<file path="config.mk">
export PLATFORM = sky130hd
export DESIGN_NAME = testBarWriter
export DESIGN_NICKNAME = d
export VERILOG_FILES = /design/src/displayPkg.sv /design/src/testBarWriter.sv
export VERILOG_INCLUDE_DIRS = /design/src
export SDC_FILE = /design/constraint.sdc
export NUM_CORES = 1
export LEC_CHECK = 0
export BUFFER_PORTS_ARGS = -buffer_cell sky130_fd_sc_hd__buf_4
export CAP_MARGIN = 20
export CORE_MARGIN = 3
export CORE_UTILIZATION = 56
export CTS_BUF_LIST = sky130_fd_sc_hd__clkbuf_4 sky130_fd_sc_hd__clkbuf_8
export DETAILED_ROUTE_END_ITERATION = 8
export MAX_ROUTING_LAYER = met4
export PLACE_DENSITY = 0.9
export SETUP_SLACK_MARGIN = 0.15
export SLEW_MARGIN = 25
export SYNTH_ARGS = -nofsm -noshare
export SYNTH_HDL_FRONTEND = slang
export SYNTH_SLANG_ARGS = --single-unit
</file>
<file path="constraint.sdc">
create_clock -name USER_CLK -period 5.47 [get_ports USER_CLK]
set_clock_uncertainty 0.15 [all_clocks]
set_input_delay 1.3675 -clock USER_CLK [delete_from_list [all_inputs] [get_ports USER_CLK]]
set_output_delay 1.3675 -clock USER_CLK [all_outputs]
set_load 0.02 [all_outputs]
</file>
<file path="src/display_macros.svh">
// ====================
// Video timing and frame buffer sizes, shared by the RTL and the testbench
// ====================
`ifndef DISPLAY_MACROS_SVH
`define DISPLAY_MACROS_SVH

// Horizontal timing in pixels
`define H_ACTIVE 320
`define H_FRONT 8
`define H_SYNC 32
`define H_BACK 40
`define H_TOTAL (`H_ACTIVE + `H_FRONT + `H_SYNC + `H_BACK)

// Vertical timing in lines
`define V_ACTIVE 192
`define V_FRONT 3
`define V_SYNC 4
`define V_BACK 11
`define V_TOTAL (`V_ACTIVE + `V_FRONT + `V_SYNC + `V_BACK)

// Counter widths, sized for the totals above
`define H_CNT_W 9
`define V_CNT_W 8

// Frame buffer, two pixels per read word
`define FB_PIXELS 61440
`define FB_WORDS 30720
`define FB_ADDR_W 15
`define FB_WADDR_W (`FB_ADDR_W + 1)

`define BAR_WIDTH 40

`endif

</file>
<file path="src/displayPkg.sv">
// ====================
// Pixel, sync and state types for the video output path
// ====================
`default_nettype none

package displayPkg;

  // Red in the top byte, so the struct reads as 24'hRRGGBB
  typedef struct packed {
    logic [7:0] red;
    logic [7:0] green;
    logic [7:0] blue;
  } pixelT;

  // Sync levels are active low, de is active high
  typedef struct packed {
    logic hSync;
    logic vSync;
    logic de;
  } syncT;

  // Idle levels outside the active area and after reset
  localparam syncT SyncIdle = '{hSync: 1'b1, vSync: 1'b1, de: 1'b0};

  typedef enum logic {
    FILL_RUN,
    FILL_DONE
  } fillStateT;

  // Bar colors, left to right on screen
  typedef enum logic [23:0] {
    WHITE   = 24'hFFFFFF,
    GREY    = 24'hEBEBEB,
    YELLOW  = 24'hFFFF00,
    CYAN    = 24'h00FFFF,
    GREEN   = 24'h00FF00,
    MAGENTA = 24'hFF00FF,
    RED     = 24'hFF0000,
    BLUE    = 24'h0000FF
  } barColorT;

endpackage

`default_nettype wire

</file>
<file path="src/testBarWriter.sv">
// ====================
// Fills the frame buffer with eight vertical color bars after reset
// ====================
`timescale 1ns/1ps
`default_nettype none

`include "display_macros.svh"

module testBarWriter
  import displayPkg::*;
(
  input  wire logic                    USER_CLK,
  input  wire logic                    rst,
  output logic                         wrEn,
  output logic [`FB_WADDR_W-1:0]       wrAddr,
  output logic [31:0]                  wrData,
  output logic                         fillDone
);

  localparam int AddrW = `FB_WADDR_W;
  localparam int ColW = `H_CNT_W;
  localparam logic [AddrW-1:0] LastAddr = AddrW'(`FB_PIXELS - 1);
  localparam logic [ColW-1:0] LastCol = ColW'(`H_ACTIVE - 1);

  fillStateT state;
  logic [AddrW-1:0] pixAddr;
  logic [ColW-1:0] col;

  // Bar index is the column over the bar width
  function automatic pixelT barColor(input logic [ColW-1:0] column);
    barColorT bar;
    case (column / `BAR_WIDTH)
      0: bar = WHITE;
      1: bar = GREY;
      2: bar = YELLOW;
      3: bar = CYAN;
      4: bar = GREEN;
      5: bar = MAGENTA;
      6: bar = RED;
      default: bar = BLUE;
    endcase
    return pixelT'(bar);
  endfunction

  // One pixel per cycle while running
  assign wrEn = (state == FILL_RUN);
  assign wrAddr = pixAddr;
  assign wrData = {8'd0, barColor(col)};

  always_ff @(posedge USER_CLK or posedge rst) begin
    if (rst) begin
      state <= FILL_RUN;
      pixAddr <= '0;
      col <= '0;
      fillDone <= 1'b0;
    end else begin
      case (state)
        FILL_RUN: begin
          pixAddr <= pixAddr + 1'b1;
          col <= (col == LastCol) ? '0 : col + 1'b1;
          if (pixAddr == LastAddr) begin
            state <= FILL_DONE;
          end
        end
        default: begin
          // Flag trails the last write by one cycle
          fillDone <= 1'b1;
        end
      endcase
    end
  end

endmodule

`default_nettype wire

</file>
Word level (Yosys, flattened, before mapping)
Index checks and enable logic that the tools add are counted.
{ "word_totals": {"ff_bits": 27, "inputBits": 2, "out_inout_bits": 50, "elab_cells": 21} }
{ "classes": {"add_sub_neg": 2, "n_div": 1, "eq_ne": 8, "mux": 4, "n_bitwise": 1, "n_reduce_logical": 1} }
{ "op_table": {"columns": ["op", "count"], "rows": [
  ["$pmux 24 s7", 1],
  ["$eq 32x3->1 const B", 3],
  ["$eq 32x2->1 const B", 2],
  ["$div 9x6->32 const B", 1],
  ["$eq 32x1->1 const B", 1],
  ["$logic_not 32->1", 1],
  ["$add 16x1->16 const B", 1],
  ["$eq 16x16->1 const B", 1],
  ["$add 9x1->9 const B", 1],
  ["$eq 9x9->1 const B", 1],
  ["$mux 9", 1],
  ["$mux 1", 2],
  ["$not 1->1", 1]
]} }

Depth between registers and ports, before layout
Gate-level depths: netlist of the first run.
{ "logic_depth": {"ltp_word": 3, "mapped_depth": 14} }

Worst setup path after synthesis of the first run
OpenSTA, ideal clock, no wires.
{ "synth_path": {"kind": "register to output", "start": "register col[6]", "end": "output wrData[17]", "t_arrival_ns": 3.764, "required_time_ns": 3.953, "slack_ns": 0.188, "stages_incl_launch_ff": 13, "cell_sequence": "dfrtp_1 buf_6 nor2_2 inv_1 ha_1 or2_0 a211oi_1 a32oi_1 a2111oi_4 xor2_1 nand3_1 o41ai_1 buf_4"} }
{ "synth_between": {"elab_chain_len": 3, "elab_cells_between_ends": 9} }
{ "synth_rtl": {"columns": ["element", "line", "source"], "rows": [
  ["start: declaration", "testBarWriter.sv:27", "logic [ColW-1:0] col;"],
  ["start signal: assignment", "testBarWriter.sv:60", "col <= (col == LastCol) ? '0 : col + 1'b1;"],
  ["$div 9x6->32 (no line) *", null, null],
  ["$eq 32x3->1, or another cell as far along", "testBarWriter.sv:32", "case (column / `BAR_WIDTH)"],
  ["$pmux 24 s7 *", "testBarWriter.sv:32", null],
  ["end: declaration", "testBarWriter.sv:16", "output logic [31:0] wrData,"]
]} }
Mark *: on every way between the ends. The rest lies on a longest branch, timed or not.

Worst setup path after layout of the first run
{ "layout_path": {"start": "register col[6]", "end": "output wrData[22]"} }
The elaborated chain is that of the path after synthesis.

==> impl_metrics.json, run 1 <==
{
  "status": "completed",
  "routed_wirelength_um": 4400,
  "synth_cells": 239,
  "multi_input_area_um2": 1200,
  "r2r_end": "col[6]$_DFFE_PP0N_",
  "max_freq_mhz": 199,
  "via_per_inst": 5.71,
  "cts_tree": "built",
  "diodes": 0,
  "synth_seq_cells": 27,
  "cts_root_buffer": "clkbuf_8",
  "drc": 0,
  "grt_first_pass_wirelength_um": 7290,
  "cp_max_fo": 7,
  "grt_pass1_vias": 1592,
  "syn-cell-area_um2": 2150,
  "slew_viol_final": 0,
  "hold_class": "register to register",
  "crit_path_start_kind": "register",
  "cts_buffers": 3,
  "hp-start": "wrAddr[15]$_DFFE_PP0N_",
  "tightest_slew_ps": 917,
  "power_density_nw_per_um2": 136,
  "power_frac_seq_pct": 61.9,
  "core_um2": 3520,
  "power_frac_comb_pct": 2.8,
  "tns_ps": 0,
  "setup_viol": 0,
  "rsz0062_at_grt": "false",
  "whs_endpoint": "wrAddr[15]$_DFFE_PP0N_",
  "grt.total_usage_pct": 20.8,
  "synth_cell_types": 61,
  "ys.flop_type": "dfrtp_1",
  "switchingPower_uw": 65.0,
  "mostFrequentLayoutCells": "buf_4, dfrtp_1, nor2_1",
  "synth_top_area_share_pct": 31.5,
  "mostFrequentLayoutCell": "buf_4",
  "antenna_found_initial": 0,
  "p_leak_uw": 0.00103,
  "htree_levels": 1,
  "placementRows": 21,
  "fin_crit_sh_pct": 92.0,
  "io_buffer_count": 43,
  "worst_ep_required_time_ps": 3950,
  "cts_sinks": 27,
  "hpwl_um": 3380,
  "fp.dieW_um": 67.9,
  "yosysSeqAreaShare_pct": 31.5,
  "period_needed_ps": 5030,
  "drtIter0Drc": 174,
  "nFillCells": 281,
  "critPathKind": "register to primary output",
  "slew-limit-headroom_pct": 38.5,
  "first_pass_iters": 4,
  "synth_top_cell_by_area": "dfrtp_1",
  "sw_frac_of_total_pct": 20.2,
  "clkPwrFrac_pct": 35.3,
  "dieArea_um2": 4620,
  "whs_path_depth": 1,
  "clk_pin_slew_ps": 80,
  "place_congestion": 0.927,
  "hold_viol": 0,
  "nets": 267,
  "cell_internal_pwr_uw": 257,
  "ios": 52,
  "grt_max_degree": 28,
  "reg2reg_from": "col[5]$_DFFE_PP0N_",
  "postRouteAntennaNets": 0,
  "layout-area-overhead-vs-synth_pct": 10.1,
  "utilization_pct": 67.2,
  "ys_warn_count": 0,
  "wl_per_cell_um": 14.4,
  "seq_area_um2": 677,
  "maxCapViolCount": 0,
  "async_flop_share_pct": 100,
  "insertion_delay_ps": 270,
  "cts_buffer_depth": 2,
  "critPathCaptureType": "primary output",
  "synth.area.top_cells": "dfrtp_1, buf_4, xnor2_1, nand3_1, xor2_1",
  "critPathArrivalTime_ps": 3510,
  "vias": 1746,
  "synth.avg_cell_area_um2": 8.99,
  "drive_gt1_share_pct": 27.3,
  "synth_edf_count": 0,
  "overflow": 0,
  "r2r_slack_ps": 2650,
  "fp.dieH_um": 67.9,
  "reg2reg_depth": 5,
  "start_util_pct": 61.0,
  "peakVddDrop_mv": 0.164
}
[stage by stage]
step	hold WS, ps	std cells	total power [uW]	instance area (um2)	setup slack [ps]
after floorplan	300	246	215	2170	188
after global placement	308	302	213	2310	767
after detailed placement	327	302	213	2310	639
after CTS	348	306	325	2360	331
after global routing	362	306	331	2370	168
final	348	306	322	2370	438
[worst max-delay path, cell delays in order (launching register included)]
cell,delay [ps]
dfrtp_1,400
nor2_2,210
inv_1,140
ha_1,360
nand2b_1,240
o21ai_2,300
a211oi_4,160
a2111oi_4,540
a21oi_2,110
o21ai_2,200
o211ai_1,130
o41ai_1,110
buf_4,200
buf_4,140
[power groups by stage]
stage / Sequential, uW / Clock, uW / Combinational, uW
finish: 199 / 114 / 9.03
global route: 199 / 121 / 10.2
CTS: 199 / 116 / 9.19
detailed placement: 203 / 0 / 9.19
global placement: 203 / 0 / 9.15
floorplan: 203 / 0 / 12.1
[cell usage after synthesis, drive strengths merged, types with 3 or more instances]
library cell	count
a2111oi	3
a21o	4
a21oi	11
and2	3
and3	3
buf	34
dfrtp	27
ha	4
inv	10
nand2	15
nand2b	6
nand3	13
nand4	7
nor2	18
nor2b	4
nor3	6
o21ai	11
or2	3
xnor2	15
xor2	7
[worst max path at each step]
stage                        from         end  slack [ps]  cells past startpoint
5_1_grt        col[6]$_DFFE_PP0N_  wrData[18]         170                     12
3_3_place_gp   col[6]$_DFFE_PP0N_  wrData[13]         770                     12
2_1_floorplan  col[6]$_DFFE_PP0N_  wrData[17]         190                     12
6_report       col[6]$_DFFE_PP0N_  wrData[22]         440                     13
4_1_cts        col[8]$_DFFE_PP0N_  wrData[15]         330                     10
3_5_place_dp   col[8]$_DFFE_PP0N_  wrData[15]         640                     10
[cell type report]
cell class / instances / area share, %
sequential: 27 / 28.6
clock buffer: 4 / 2.06
timing repair buffer: 46 / 14.6
tap: 46 / 2.43
inverter: 11 / 1.75
multi-input combinational: 172 / 50.6
[layer usage]
layer,global-route usage [%],up-vias,routed length (um)
li1,-,855,-
met1,26.8,832,1850
met2,34.3,52,2270
met3,1.97,7,224
met4,6.70,0,55
met5,-,-,0
[cell families (layout without fill, tap and decap cells)]
logic type	count (synthesis)	in the layout	share of synthesized area, %
compound gates	48	48	18.8
xor+xnor	22	22	8.97
fa+ha+maj	4	4	2.33
buf+inv	47	61	14.3
flops	27	27	31.5
mux	4	4	2.15
other cells	1	8	0.175
simple gates	86	86	21.8
[what timing repair did]
| item | CTS | global route |
|---|---|---|
| endpoints found under the setup margin | 0 | 14 |
| resized for setup | 0 | 3 |
| setup buffers | 0 | 0 |
| hold buffers | 0 | 0 |
[sequential cells by signal (all words and copies together), names as in the netlist]
signal / count
wrAddr: 16
col: 9
fillDone: 1
state: 1
Note: power is estimated with default switching activity, not from simulation.
==> inputs of run 2 (changes only) <==
--- a/config.mk
+++ b/config.mk
@@ -9,11 +9,11 @@
 export BUFFER_PORTS_ARGS = -buffer_cell sky130_fd_sc_hd__buf_4
 export CAP_MARGIN = 20
 export CORE_MARGIN = 3
-export CORE_UTILIZATION = 56
+export CORE_UTILIZATION = 35
 export CTS_BUF_LIST = sky130_fd_sc_hd__clkbuf_4 sky130_fd_sc_hd__clkbuf_8
 export DETAILED_ROUTE_END_ITERATION = 8
 export MAX_ROUTING_LAYER = met4
-export PLACE_DENSITY = 0.9
+export PLACE_DENSITY = 0.63
 export SETUP_SLACK_MARGIN = 0.15
 export SLEW_MARGIN = 25
 export SYNTH_ARGS = -nofsm -noshare
==> run 2 against run 1 <==
Compared with the run above:
- die area up 54%
- cell area grew 1.6%
- setup slack got worse by 29 ps
- count of clock-buffer cells in the layout unchanged
- largest power group unchanged
- highest routed layer unchanged
==> impl_metrics.json, run 2 (synthesis results as in run 1) <==
{
  "via_per_inst": 5.20,
  "hold_viol": 0,
  "dp_slack_ps": 697,
  "grt.total_usage_pct": 12.7,
  "vias": 1732,
  "reg2reg_from": "col[5]$_DFFE_PP0N_",
  "cp_cell_sequence": "nor2_2 -> inv_1 -> ha_1 -> or2_0 -> a211oi_1 -> a32oi_1 -> a2111oi_4 -> xor2_1 -> nand3_1 -> nor2_2 -> mux2_4 -> buf_4",
  "cts_buffer_depth": 2,
  "p_leak_uw": 0.00104,
  "status": "completed",
  "utilization_pct": 42.1,
  "largest_reg_flops": 16,
  "cp_num_buf_inv": 2,
  "ios": 52,
  "critPathArrivalTime_ps": 3540,
  "hp-start": "fillDone$_DFFE_PP0P_",
  "power_density_nw_per_um2": 134,
  "mostFrequentLayoutCell": "buf_4",
  "start_util_pct": 37.6,
  "cts_buffers": 3,
  "grt_max_degree": 28,
  "dieArea_um2": 7110,
  "max_freq_mhz": 198,
  "mostFrequentLayoutCells": "buf_4, dfrtp_1, nor2_1",
  "worst_ep_required_time_ps": 3950,
  "tightest_slew_ps": 711,
  "drtIter0Drc": 125,
  "cts_tree": "built",
  "hold_class": "register to register",
  "critPathKind": "register to primary output",
  "slew_viol_final": 0,
  "tns_ps": 0,
  "place_congestion": 0.896,
  "cts_sinks": 27,
  "fp.dieW_um": 84.3,
  "routed_wirelength_um": 4400,
  "grt_pass1_vias": 1651,
  "wl_per_cell_um": 13.2,
  "drc": 0,
  "overflow": 0,
  "insertion_delay_ps": 270,
  "power.total_uw": 323,
  "max_stage_delay_ps": 410,
  "layout-area-overhead-vs-synth_pct": 11.9,
  "cts_root_buffer": "clkbuf_8",
  "crit_path_start_kind": "register",
  "setup.worst_path.start": "col[6]$_DFFE_PP0N_",
  "peakVddDrop_mv": 0.148,
  "cp_max_fo": 6,
  "placementRows": 27,
  "period_needed_ps": 5060,
  "fin_crit_sh_pct": 92.5,
  "nets": 268,
  "setup_viol": 0,
  "cts_setup_buffers": 0,
  "grt_first_pass_wirelength_um": 7640,
  "critPathCaptureType": "primary output",
  "postRouteAntennaNets": 0,
  "setup_slack_ps": 409,
  "drive_gt1_share_pct": 27.6,
  "diodes": 0,
  "crit_family": "compound AO/OA/AOI/OAI gates",
  "hold_buffers": 0,
  "io_buffer_count": 43,
  "rsz0062_at_grt": "false",
  "cp_slowest_cell": "a2111oi_4",
  "hpwl_um": 3270,
  "first_pass_iters": 4,
  "cts.repair.resized": 0,
  "fp.dieH_um": 84.3,
  "crit_top_cell": "nor2_2",
  "htree_levels": 1,
  "antenna_found_initial": 0,
  "clk_pin_slew_ps": 90,
  "maxCapViolCount": 0,
  "slew-limit-headroom_pct": 52.6,
  "core_um2": 5710
}
[run 2: changes by cell type in the layout (fill, tap and decap cells not counted)]
cell      delta
dfrtp_2      -1
dfrtp_1      +1
buf_4        +1
inv_2        +1
clkinv_1     -1
[run 2: worst paths after layout]
kind                                          end  slack, ps  cells past startpoint
min in group asynchronous   wrAddr[7]$_DFFE_PP0N_       1000                      2
setup / recovery                       wrData[20]        410                     12
hold reg to reg              fillDone$_DFFE_PP0P_        330                      1
max in group asynchronous  wrAddr[15]$_DFFE_PP0N_       3810                      2
hold / removal               fillDone$_DFFE_PP0P_        330                      1
setup reg to reg               col[6]$_DFFE_PP0N_       2610                      5
[run 2: area by class of cell]
| class | instances | area, um2 |
|---|---|---|
| fillers | 571 | 3300 |
| multi-input cells | 172 | 1200 |
| flip-flops and latches | 27 | 676 |
| repair buffers | 47 | 353 |
| well taps | 72 | 90.1 |
| clock buffers | 4 | 48.8 |
| inverters | 11 | 41.3 |
[run 2: report_power, final]
part	total, uW	switching (uW)	internal (uW)
clock network	115	57.6	57.0
logic	9.17	8.64	0.525
registers	199	0	199
[run 2: metrics by stage]
| stage | hold slack, ps | instance area (um2) | cells |
|---|---|---|---|
| 2_1_floorplan | 300 | 2170 | 246 |
| 3_3_place_gp | 309 | 2350 | 329 |
| 3_5_place_dp | 309 | 2350 | 329 |
| 4_1_cts | 330 | 2400 | 333 |
| 5_1_grt | 372 | 2400 | 333 |
| 6_report | 326 | 2400 | 333 |
[run 2: routing by layer]
metal | share of wire (%) | track usage, %
met4 | 1.8 | 4.75
met2 | 48 | 19.8
met5 | 0 | -
met1 | 46 | 17.2
met3 | 4.1 | 0.981
