File: config.mk
export PLATFORM = sky130hd
export DESIGN_NAME = videoTiming
export DESIGN_NICKNAME = d
export VERILOG_FILES = /design/src/displayPkg.sv /design/src/videoTiming.sv
export VERILOG_INCLUDE_DIRS = /design/src
export SDC_FILE = /design/constraint.sdc
export NUM_CORES = 1
export LEC_CHECK = 0
export BUFFER_PORTS_ARGS = -buffer_cell sky130_fd_sc_hd__buf_4
export CORE_MARGIN = 2
export CORE_UTILIZATION = 58
export DETAILED_ROUTE_END_ITERATION = 8
export PLACE_DENSITY_LB_ADDON = 0.3
export RECOVER_POWER = 100
export SLEW_MARGIN = 40
export SYNTH_ARGS = -nofsm -noshare
export SYNTH_HDL_FRONTEND = slang
export SYNTH_SLANG_ARGS = --single-unit
export TNS_END_PERCENT = 30
File: constraint.sdc
create_clock -name USER_CLK -period 2.25 [get_ports USER_CLK]
set_clock_uncertainty 0.15 [all_clocks]
set_input_delay 0.1125 -clock USER_CLK [delete_from_list [all_inputs] [get_ports USER_CLK]]
set_output_delay 0.1125 -clock USER_CLK [all_outputs]
set_load 0.005 [all_outputs]
File: src/display_macros.svh
// ====================
// Video timing and frame buffer sizes, shared by the RTL and the testbench
// ====================
`ifndef DISPLAY_MACROS_SVH
`define DISPLAY_MACROS_SVH

// Horizontal timing in pixels
`define H_ACTIVE 320
`define H_FRONT 8
`define H_SYNC 32
`define H_BACK 40
`define H_TOTAL (`H_ACTIVE + `H_FRONT + `H_SYNC + `H_BACK)

// Vertical timing in lines
`define V_ACTIVE 192
`define V_FRONT 3
`define V_SYNC 4
`define V_BACK 11
`define V_TOTAL (`V_ACTIVE + `V_FRONT + `V_SYNC + `V_BACK)

// Counter widths, sized for the totals above
`define H_CNT_W 9
`define V_CNT_W 8

// Frame buffer, two pixels per read word
`define FB_PIXELS 61440
`define FB_WORDS 30720
`define FB_ADDR_W 15
`define FB_WADDR_W (`FB_ADDR_W + 1)

`define BAR_WIDTH 40

`endif

File: src/displayPkg.sv
// ====================
// Pixel, sync and state types for the video output path
// ====================
`default_nettype none

package displayPkg;

  // Red in the top byte, so the struct reads as 24'hRRGGBB
  typedef struct packed {
    logic [7:0] red;
    logic [7:0] green;
    logic [7:0] blue;
  } pixelT;

  // Sync levels are active low, de is active high
  typedef struct packed {
    logic hSync;
    logic vSync;
    logic de;
  } syncT;

  // Idle levels outside the active area and after reset
  localparam syncT SyncIdle = '{hSync: 1'b1, vSync: 1'b1, de: 1'b0};

  typedef enum logic {
    FILL_RUN,
    FILL_DONE
  } fillStateT;

  // Bar colors, left to right on screen
  typedef enum logic [23:0] {
    WHITE   = 24'hFFFFFF,
    GREY    = 24'hEBEBEB,
    YELLOW  = 24'hFFFF00,
    CYAN    = 24'h00FFFF,
    GREEN   = 24'h00FF00,
    MAGENTA = 24'hFF00FF,
    RED     = 24'hFF0000,
    BLUE    = 24'h0000FF
  } barColorT;

endpackage

`default_nettype wire

File: src/videoTiming.sv
// ====================
// Pixel enable, raster counters and sync levels for the display
// pixelReq marks each active pixel slot for the fetch stage
// ====================
`timescale 1ns/1ps
`default_nettype none

`include "display_macros.svh"

module videoTiming
  import displayPkg::*;
(
  input  wire logic USER_CLK,
  input  wire logic rst,
  output logic      pixelEn,
  output logic      pixelReq,
  output syncT      rawSync
);

  localparam int HW = `H_CNT_W;
  localparam int VW = `V_CNT_W;

  localparam logic [HW-1:0] HActive = HW'(`H_ACTIVE);
  localparam logic [HW-1:0] HSyncStart = HW'(`H_ACTIVE + `H_FRONT);
  localparam logic [HW-1:0] HSyncEnd = HW'(`H_ACTIVE + `H_FRONT + `H_SYNC);
  localparam logic [HW-1:0] HLast = HW'(`H_TOTAL - 1);

  localparam logic [VW-1:0] VActive = VW'(`V_ACTIVE);
  localparam logic [VW-1:0] VSyncStart = VW'(`V_ACTIVE + `V_FRONT);
  localparam logic [VW-1:0] VSyncEnd = VW'(`V_ACTIVE + `V_FRONT + `V_SYNC);
  localparam logic [VW-1:0] VLast = VW'(`V_TOTAL - 1);

  logic phase;
  logic [HW-1:0] hCnt;
  logic [VW-1:0] vCnt;
  logic inActive;
  logic hSyncOn;
  logic vSyncOn;

  // Half rate pixel slot, first slot is the second cycle after reset
  assign pixelEn = phase;

  always_ff @(posedge USER_CLK or posedge rst) begin
    if (rst) begin
      phase <= 1'b0;
    end else begin
      phase <= ~phase;
    end
  end

  always_ff @(posedge USER_CLK or posedge rst) begin
    if (rst) begin
      hCnt <= '0;
      vCnt <= '0;
    end else if (pixelEn) begin
      if (hCnt == HLast) begin
        hCnt <= '0;
        vCnt <= (vCnt == VLast) ? '0 : vCnt + 1'b1;
      end else begin
        hCnt <= hCnt + 1'b1;
      end
    end
  end

  assign inActive = (hCnt < HActive) && (vCnt < VActive);
  assign hSyncOn = (hCnt >= HSyncStart) && (hCnt < HSyncEnd);
  assign vSyncOn = (vCnt >= VSyncStart) && (vCnt < VSyncEnd);

  assign pixelReq = pixelEn & inActive;

  // Sampled every cycle so it lines up with the counters on each pixelEn
  always_ff @(posedge USER_CLK or posedge rst) begin
    if (rst) begin
      rawSync <= SyncIdle;
    end else begin
      rawSync.hSync <= ~hSyncOn;
      rawSync.vSync <= ~vSyncOn;
      rawSync.de <= inActive;
    end
  end

endmodule

`default_nettype wire

Yosys cells after proc, flatten, opt, wreduce, memory -nomap -nowiden. Index checks and enable logic that the tools add are counted. W data, S select, Z words.

Register bits after elaboration: 21. Bits of input ports: 2. Output and inout bits: 5. Logic and storage cells: 26.

Add/subtract/negate cells: 2. Magnitude comparators: 6. Eq/ne operators: 2. Muxes and demuxes: 2. Bitwise gates (word level): 4. Reductions and logical operators: 4.

Operator list (count): $lt A9 B9 Y1 const B (2); $lt A8 B8 Y1 const B (2); $add A9 B1 Y9 const B (1); $eq A9 B9 Y1 const B (1); $ge A9 B9 Y1 const B (1); $mux W9 (1); $add A8 B1 Y8 const B (1); $eq A8 B8 Y1 const B (1); $ge A8 B8 Y1 const B (1); $mux W8 (1); $logic_and A1 B1 Y1 (3); $not A1 Y1 (3); $reduce_and A2 Y1 (1); $and A1 B1 Y1 (1).

Logic depth before layout (Yosys ltp). Gate-level depths: netlist of the first run.

Depth in word-level cells: 3. Depth in mapped cells: 6. Gate-level depth less buffers: 5.

Least setup slack after synthesis of the first run. No wires, ideal clock.

Path kind: reg2reg. From: reg hCnt[0]. To: reg vCnt[5]. Setup time: 0.125 ns. Data arrival time: 1.482 ns. Required time: 1.975 ns. Path slack: 0.494 ns. Stages on the path, launching flop included: 6. Buffers on the path: 0. Clock period less this slack: 1.756 ns. Cell sequence: dfrtp_1 > ha_1 > and3_1 > nand4_4 > nor3_2 > mux2_2.

Cells in the longest elaborated chain, start to end: 2.

RTL lines: from (decl) (line videoTiming.sv:34) `logic [HW-1:0] hCnt;`; from (signal assigned) (line videoTiming.sv:60) `hCnt <= hCnt + 1'b1;`; $eq A9 B9 Y1 (line videoTiming.sv:56) `if (hCnt == HLast) begin`; $reduce_and A2 Y1 (no source line); to (signal assigned) (line videoTiming.sv:58) `vCnt <= (vCnt == VLast) ? '0 : vCnt + 1'b1;`; to (decl) (line videoTiming.sv:35) `logic [VW-1:0] vCnt;`.

No other way between the ends. A chain may end at the register's enable or synchronous reset.

Worst setup path after layout of the first run.
From: reg hCnt[0]. To: reg vCnt[2].

Same word-level chain as after synthesis.

==> summary.md, run 1 <==
| Metric | Value |
|---|---|
| Outcome | `complete, no violations` |
| CP arrival | `1.99 ns` |
| Peak supply drop | `359 uV` |
| # diodes | `0` |
| Final setup violating endpoints | `0` |
| Via count of the first global-routing pass | `752` |
| Yosys cell types | `35` |
| Die width | `47.7 um` |
| Postcts setup bufs | `0` |
| Final Wtd Congestion | `0.875` |
| Final Power | `568 uW` |
| Power Density | `479 nW/um^2` |
| Die area | `2270 um^2` |
| Initial antenna violation count | `0` |
| Crit Path Class | `reg -> reg` |
| Layout cell share with drive strength beyond 1 | `12.2%` |
| HPWL after DPL | `1410 um` |
| Die Span Y | `47.7 um` |
| Hold/Removal Path Class | `in -> async` |
| Setup WS pre-CTS | `0.368 ns` |
| Slew of the pin with the lowest slew margin | `0.766 ns` |
| Resized cells post-CTS | `0` |
| Sink Count | `21` |
| Largest net degree at the start of global routing | `22` |
| Initial Utilization | `62.8%` |
| CTS Buffer Depth | `2` |
| Grt met1 use | `25.7%` |
| Unrepaired setup endpoints after global routing | `false` |
| Worst Reg-to-Reg Cells | `5` |
| CP max FO | `7` |
| Final Worst Setup Slack | `0.317 ns` |
| Nets@finish | `123` |
| Max_cap viols | `0` |
| Syn Area/Cell | `10.3 um^2` |
| Mapped cell area | `1110 um^2` |
| Root buffer cell | `clkbuf_4` |
| Drc violations | `0` |
| CTS tree | `done` |
| Seq/Total Area, Yosys | `47.7%` |
| Worst Path Required | `2.31 ns` |
| IO Count | `7` |
| CP startpoint kind | `flip-flop` |
| Via count | `819` |
| Worst slew margin relative to its limit | `48.9%` |
| Total global routing overflow | `0` |
| Fin. Hold Viols | `0` |
| PortBufs | `6` |
| Crit share post-route | `85.9%` |
| Setup crit start | `hCnt[0]` |
| Grt peak-use layer | `met2` |
| All-Layer GR Usage | `20.4%` |
| Vias per inst | `5.85` |
| Static Leak | `0.489 nW` |
| Gate Count Post-Synth | `107` |
| DRT Wirelength | `1950 um` |
| Seq cells post-synth | `21` |
| Met2 Track Usage GR | `34.1%` |
| Met3 usage | `2.26%` |
| Yosys synthesis warning count | `0` |
| CORE AREA | `1760 um^2` |
| Min Tclk post-route | `1.93 ns` |
| Detail Route Antenna Nets | `0` |
| H-tree lvl count | `1` |
| Net Count, Synth | `114` |
| Initial DRT Pass Iterations | `4` |
| Worst r2r src | `hCnt[0]` |
| Setup TNS | `0 ns` |
| Final Slew Violations | `0` |
| Clock Pin Slew Worst Setup and Hold Paths | `0.11 ns` |
| WL per Instance | `13.9 um` |
| Initial DRC Count | `9` |
| Row count | `15` |
| Critical path endpoint category | `flip-flop` |
| Max Freq | `517 MHz` |
| CTS Hold Bufs | `1` |
| Cts bufs inserted | `3` |
| First-pass GRT wire length | `3200 um` |
| Area Growth Syn to Fin | `7.12%` |
| Skew-Pair Late Insertion Delay | `0.30 ns` |
## final cells by class
type                       count  area, um^2
fill                         150         578
sequential                    21         528
multi-input combinational     73         512
timing repair buffer           7        51.3
inverter                      10        37.5
tap                           25        31.3
clock buffer                   4        26.3
## registers in the layout (all words and copies together), names as in the netlist
signal / flops
vCnt: 8
pixelEn: 1
rawSync: 3
hCnt: 9
## logic make-up (layout without fill, tap and decap cells)
kind of cell / after synthesis / in the layout / synth area share [%]
xor gates and xnor gates: 8 / 8 / 6.33
buffers and inverters: 13 / 21 / 4.97
DFF: 21 / 21 / 47.7
AOI/OAI and AO/OA: 18 / 18 / 9.72
and+or+nand+nor: 41 / 41 / 24.6
muxes: 1 / 1 / 1.02
adders and majority gates: 5 / 5 / 5.65
## critical path: stages, from the launching register on
cell and delay (ns):
dfrtp_1 0.42, ha_1 0.20, and3_1 0.27, and4_1 0.39
nand2_1 0.15, o31ai_1 0.25
## cell usage after synthesis
| cell type | number | share of area, % |
|---|---|---|
| a21o_1 | 1 | 0.68 |
| a21oi_1 | 6 | 2.7 |
| a311oi_1 | 1 | 0.79 |
| and2_1 | 1 | 0.57 |
| and3_1 | 1 | 0.57 |
| and4_1 | 2 | 1.6 |
| and4b_1 | 1 | 0.90 |
| and4bb_1 | 1 | 1.1 |
| and4bb_4 | 1 | 1.5 |
| buf_2 | 2 | 0.90 |
| buf_4 | 1 | 0.68 |
| dfrtp_1 | 19 | 43 |
| dfstp_2 | 2 | 4.7 |
| ha_1 | 5 | 5.6 |
| inv_1 | 10 | 3.4 |
| mux2_2 | 1 | 1.0 |
| nand2_1 | 7 | 2.4 |
| nand2_2 | 1 | 0.57 |
| nand3_1 | 3 | 1.4 |
| nand3b_1 | 1 | 0.68 |
| nand4_1 | 5 | 2.8 |
| nand4_2 | 1 | 1.1 |
| nand4_4 | 1 | 1.9 |
| nand4b_1 | 2 | 1.6 |
| nor2_1 | 7 | 2.4 |
| nor3_1 | 1 | 0.45 |
| nor3_2 | 1 | 0.90 |
| o21a_1 | 1 | 0.68 |
| o21ai_0 | 3 | 1.4 |
| o21ai_1 | 4 | 1.8 |
| o22ai_1 | 1 | 0.57 |
| o31ai_2 | 1 | 1.1 |
| or3_1 | 4 | 2.3 |
| xnor2_1 | 7 | 5.5 |
| xor2_1 | 1 | 0.79 |
## cell usage in the layout (no fill, tap or decap), types with 2 or more instances in the layout
cell and instances:
inv_1 10, nor3_1 2, nor2_1 7, or3_1 4, dfrtp_1 19, nand3_1 3, xnor2_1 7, dfstp_2 2
ha_1 5, a21oi_1 6, nand4_1 5, clkbuf_1 2, and4_1 2, o21ai_1 2, nand2_1 8, o21ai_0 5
clkbuf_4 7, nand4b_1 2
## through the flow
| step | instances | cell area [um^2] | hold WS, ns | util (%) |
|---|---|---|---|---|
| floorplan | 107 | 1110 | -0.0625 | - |
| global placement | 135 | 1170 | 0.148 | 66.1 |
| detailed placement | 135 | 1170 | 0.153 | 66.1 |
| CTS | 140 | 1200 | 0.371 | 68.2 |
| global route | 140 | 1190 | 0.418 | 67.2 |
| finish | 140 | 1190 | 0.342 | 67.2 |
## routing by layer
layer	wire length (um)	share of wire, %	up-vias
met4	44	2.3	0
met1	856	44	389
met3	81	4.1	5
met2	969	50	33
li1	-	-	392
met5	0	0	-
## report_power, final
group	internal (mW)	total [mW]	switching, mW
combinational	0.00221	0.00941	0.00720
clock	0.0692	0.181	0.112
sequential	0.377	0.377	0
## path summary, 6_finish.rpt
| path | to | slack, ns |
|---|---|---|
| max | vCnt[2] | 0.32 |
| min | vCnt[4] | 0.34 |
| max reg2reg | vCnt[2] | 0.32 |
| min reg2reg | hCnt[2] | 0.39 |
| max in group asynchronous | hCnt[2] | 1.13 |
| min in group USER_CLK | hCnt[2] | 0.39 |
(Power assumes the default switching activity.)
==> inputs of run 2 (changes only) <==
Settings changed: RECOVER_POWER 100 to 25.
==> run 2 against run 1 <==
  * Worst hold slack about the same
  * Worst setup slack better by 0.035 ns
  * Fmax is 1.8% higher
  * Sequential cell count unchanged
  * Utilization is 0.92 points higher
  * Die area stayed put
  * Register-to-register slack gained 0.03 ns
  * Wire length is 0.20% higher
  * Highest routed layer unchanged
==> summary.md, run 2 (synthesis gave the netlist of run 1 again) <==
| Metric | Value |
|---|---|
| Skew-Pair Late Insertion Delay | `0.30 ns` |
| Cells along the critical path | `ha_1 -> and3_1 -> nand4_4 -> nor3_2 -> mux2_2` |
| Crit share post-route | `84.4%` |
| CTS Buffer Depth | `2` |
| Die Span Y | `47.7 um` |
| Final setup violating endpoints | `0` |
| Hold/Removal Path Class | `in -> async` |
| WL per Instance | `14.0 um` |
| Outcome | `complete, no violations` |
| Initial DRC Count | `12` |
| Reg power frac | `66.4%` |
| Initial antenna violation count | `0` |
| Detail Route Antenna Nets | `0` |
| Most flops, register | `hCnt` |
| Clock Pin Slew Worst Setup and Hold Paths | `0.11 ns` |
| Biggest regs | `hCnt x9, vCnt x8, rawSync x3` |
| Layout cell share with drive strength beyond 1 | `15.7%` |
| Combinational Power Share | `1.7%` |
| Flip-flop count of the largest register after layout | `9` |
| Final Wtd Congestion | `0.875` |
| Clk pwr share | `31.9%` |
| Max_cap viols | `0` |
| Total global routing overflow | `0` |
| Cts bufs inserted | `3` |
| CORE AREA | `1760 um^2` |
| Die width | `47.7 um` |
| Hold slack | `0.343 ns` |
| Postcts setup bufs | `0` |
| Row count | `15` |
| Commonest cells after routing, fill and taps aside | `dfrtp_1, inv_1, xnor2_1, nand2_1, nor2_1` |
| Worst slew margin relative to its limit | `48.6%` |
| Slew of the pin with the lowest slew margin | `0.771 ns` |
| Final Slew Violations | `0` |
| Worst path slowest cell | `dfrtp_1` |
| Initial DRT Pass Iterations | `4` |
| Via count | `833` |
| Crit Path Class | `reg -> reg` |
| CP max stage delay | `0.42 ns` |
| Drc violations | `0` |
| Sink Count | `21` |
| Largest net degree at the start of global routing | `22` |
| PortBufs | `6` |
| CP startpoint kind | `flip-flop` |
| HPWL after DPL | `1410 um` |
| Max Freq | `527 MHz` |
| Area Growth Syn to Fin | `8.59%` |
| Worst Path Required | `2.30 ns` |
| Post-route insts no fill | `140` |
| Sw Pwr | `119 uW` |
| Via count of the first global-routing pass | `752` |
| IO Count | `7` |
| Nets@finish | `123` |
| First-pass GRT wire length | `3200 um` |
| Static Leak | `0.494 nW` |
| All-Layer GR Usage | `20.4%` |
| Placed instance count | `135` |
| Die area | `2270 um^2` |
| Final Power | `568 uW` |
| Power Density | `472 nW/um^2` |
| Min Tclk post-route | `1.90 ns` |
| Initial Utilization | `62.8%` |
| CTS tree | `done` |
| Vias per inst | `5.95` |
| Sw Ratio | `21.0%` |
| DRT Wirelength | `1960 um` |
| Critical path endpoint category | `flip-flop` |
| Peak supply drop | `358 uV` |
| R2R Setup Slk | `0.35 ns` |
| H-tree lvl count | `1` |
| Setup TNS | `0 ns` |
| # diodes | `0` |
| CP max FO | `9` |
| Fin. Hold Viols | `0` |
| Internal Power | `449 uW` |
| Final Instance Area | `1200 um^2` |
| Root buffer cell | `clkbuf_4` |
| CP arrival | `1.95 ns` |
| Most common cell after layout, fill and taps aside | `dfrtp_1` |
| Area after DPL | `1170 um^2` |
| Unrepaired setup endpoints after global routing | `false` |
## run 2: changes by cell type in the layout (fill, tap and decap cells not counted), moves of 2 or more
cell and delta:
o21ai_1 +2, buf_4 +4, clkbuf_4 -3, o21ai_0 -2
## run 2: power by group through the flow
stage | registers (mW) | clock network, mW | logic (mW)
3_5_place_dp | 0.385 | 0 | 0.00885
4_1_cts | 0.378 | 0.189 | 0.0103
5_1_grt | 0.378 | 0.205 | 0.0117
6_report | 0.377 | 0.181 | 0.00944
2_1_floorplan | 0.385 | 0 | 0.00561
3_3_place_gp | 0.385 | 0 | 0.00874
## run 2: through the flow
stage	util, %	setup WS [ns]
2_1_floorplan	-	0.494
3_3_place_gp	66.1	0.429
3_5_place_dp	66.1	0.368
4_1_cts	68.2	0.349
5_1_grt	68.2	0.273
6_report	68.2	0.352
## run 2: path summary, 6_finish.rpt
check	startpoint	endpoint	depth (start not counted)
setup / recovery	hCnt[0]	vCnt[5]	5
hold / removal	rst	rawSync[0]	3
setup reg to reg	hCnt[0]	vCnt[5]	5
hold reg to reg	hCnt[2]	hCnt[2]	1
max in group asynchronous	rst	vCnt[1]	3
min in group USER_CLK	hCnt[2]	hCnt[2]	1
## run 2: layer usage
| metal | global-route usage, % | wire length, um | up-vias |
|---|---|---|---|
| li1 | - | - | 392 |
| met1 | 25.7 | 853 | 410 |
| met2 | 34.1 | 967 | 24 |
| met3 | 2.26 | 86 | 7 |
| met4 | 10.8 | 48 | 0 |
| met5 | 0 | 0 | - |
## run 2: repair_timing
action                    in CTS  in global routing
hold endpoints to repair      19                  0
hold buffers                   1                  0
gates resized for setup        0                  0
## run 2: cell type report
class | instances | area (um^2)
sequential | 21 | 528
inverter | 10 | 37.5
fill | 146 | 562
timing repair buffer | 7 | 55.1
clock buffer | 4 | 26.3
multi-input combinational | 73 | 524
tap | 25 | 31.3
## run 2: worst max-delay path, delay by kind of cell (launching register included)
kind,cells,cell delay (ns)
AND/OR/NAND/NOR,3,0.68
flip-flops,1,0.42
multiplexers,1,0.34
adder cells (fa/ha/maj),1,0.20
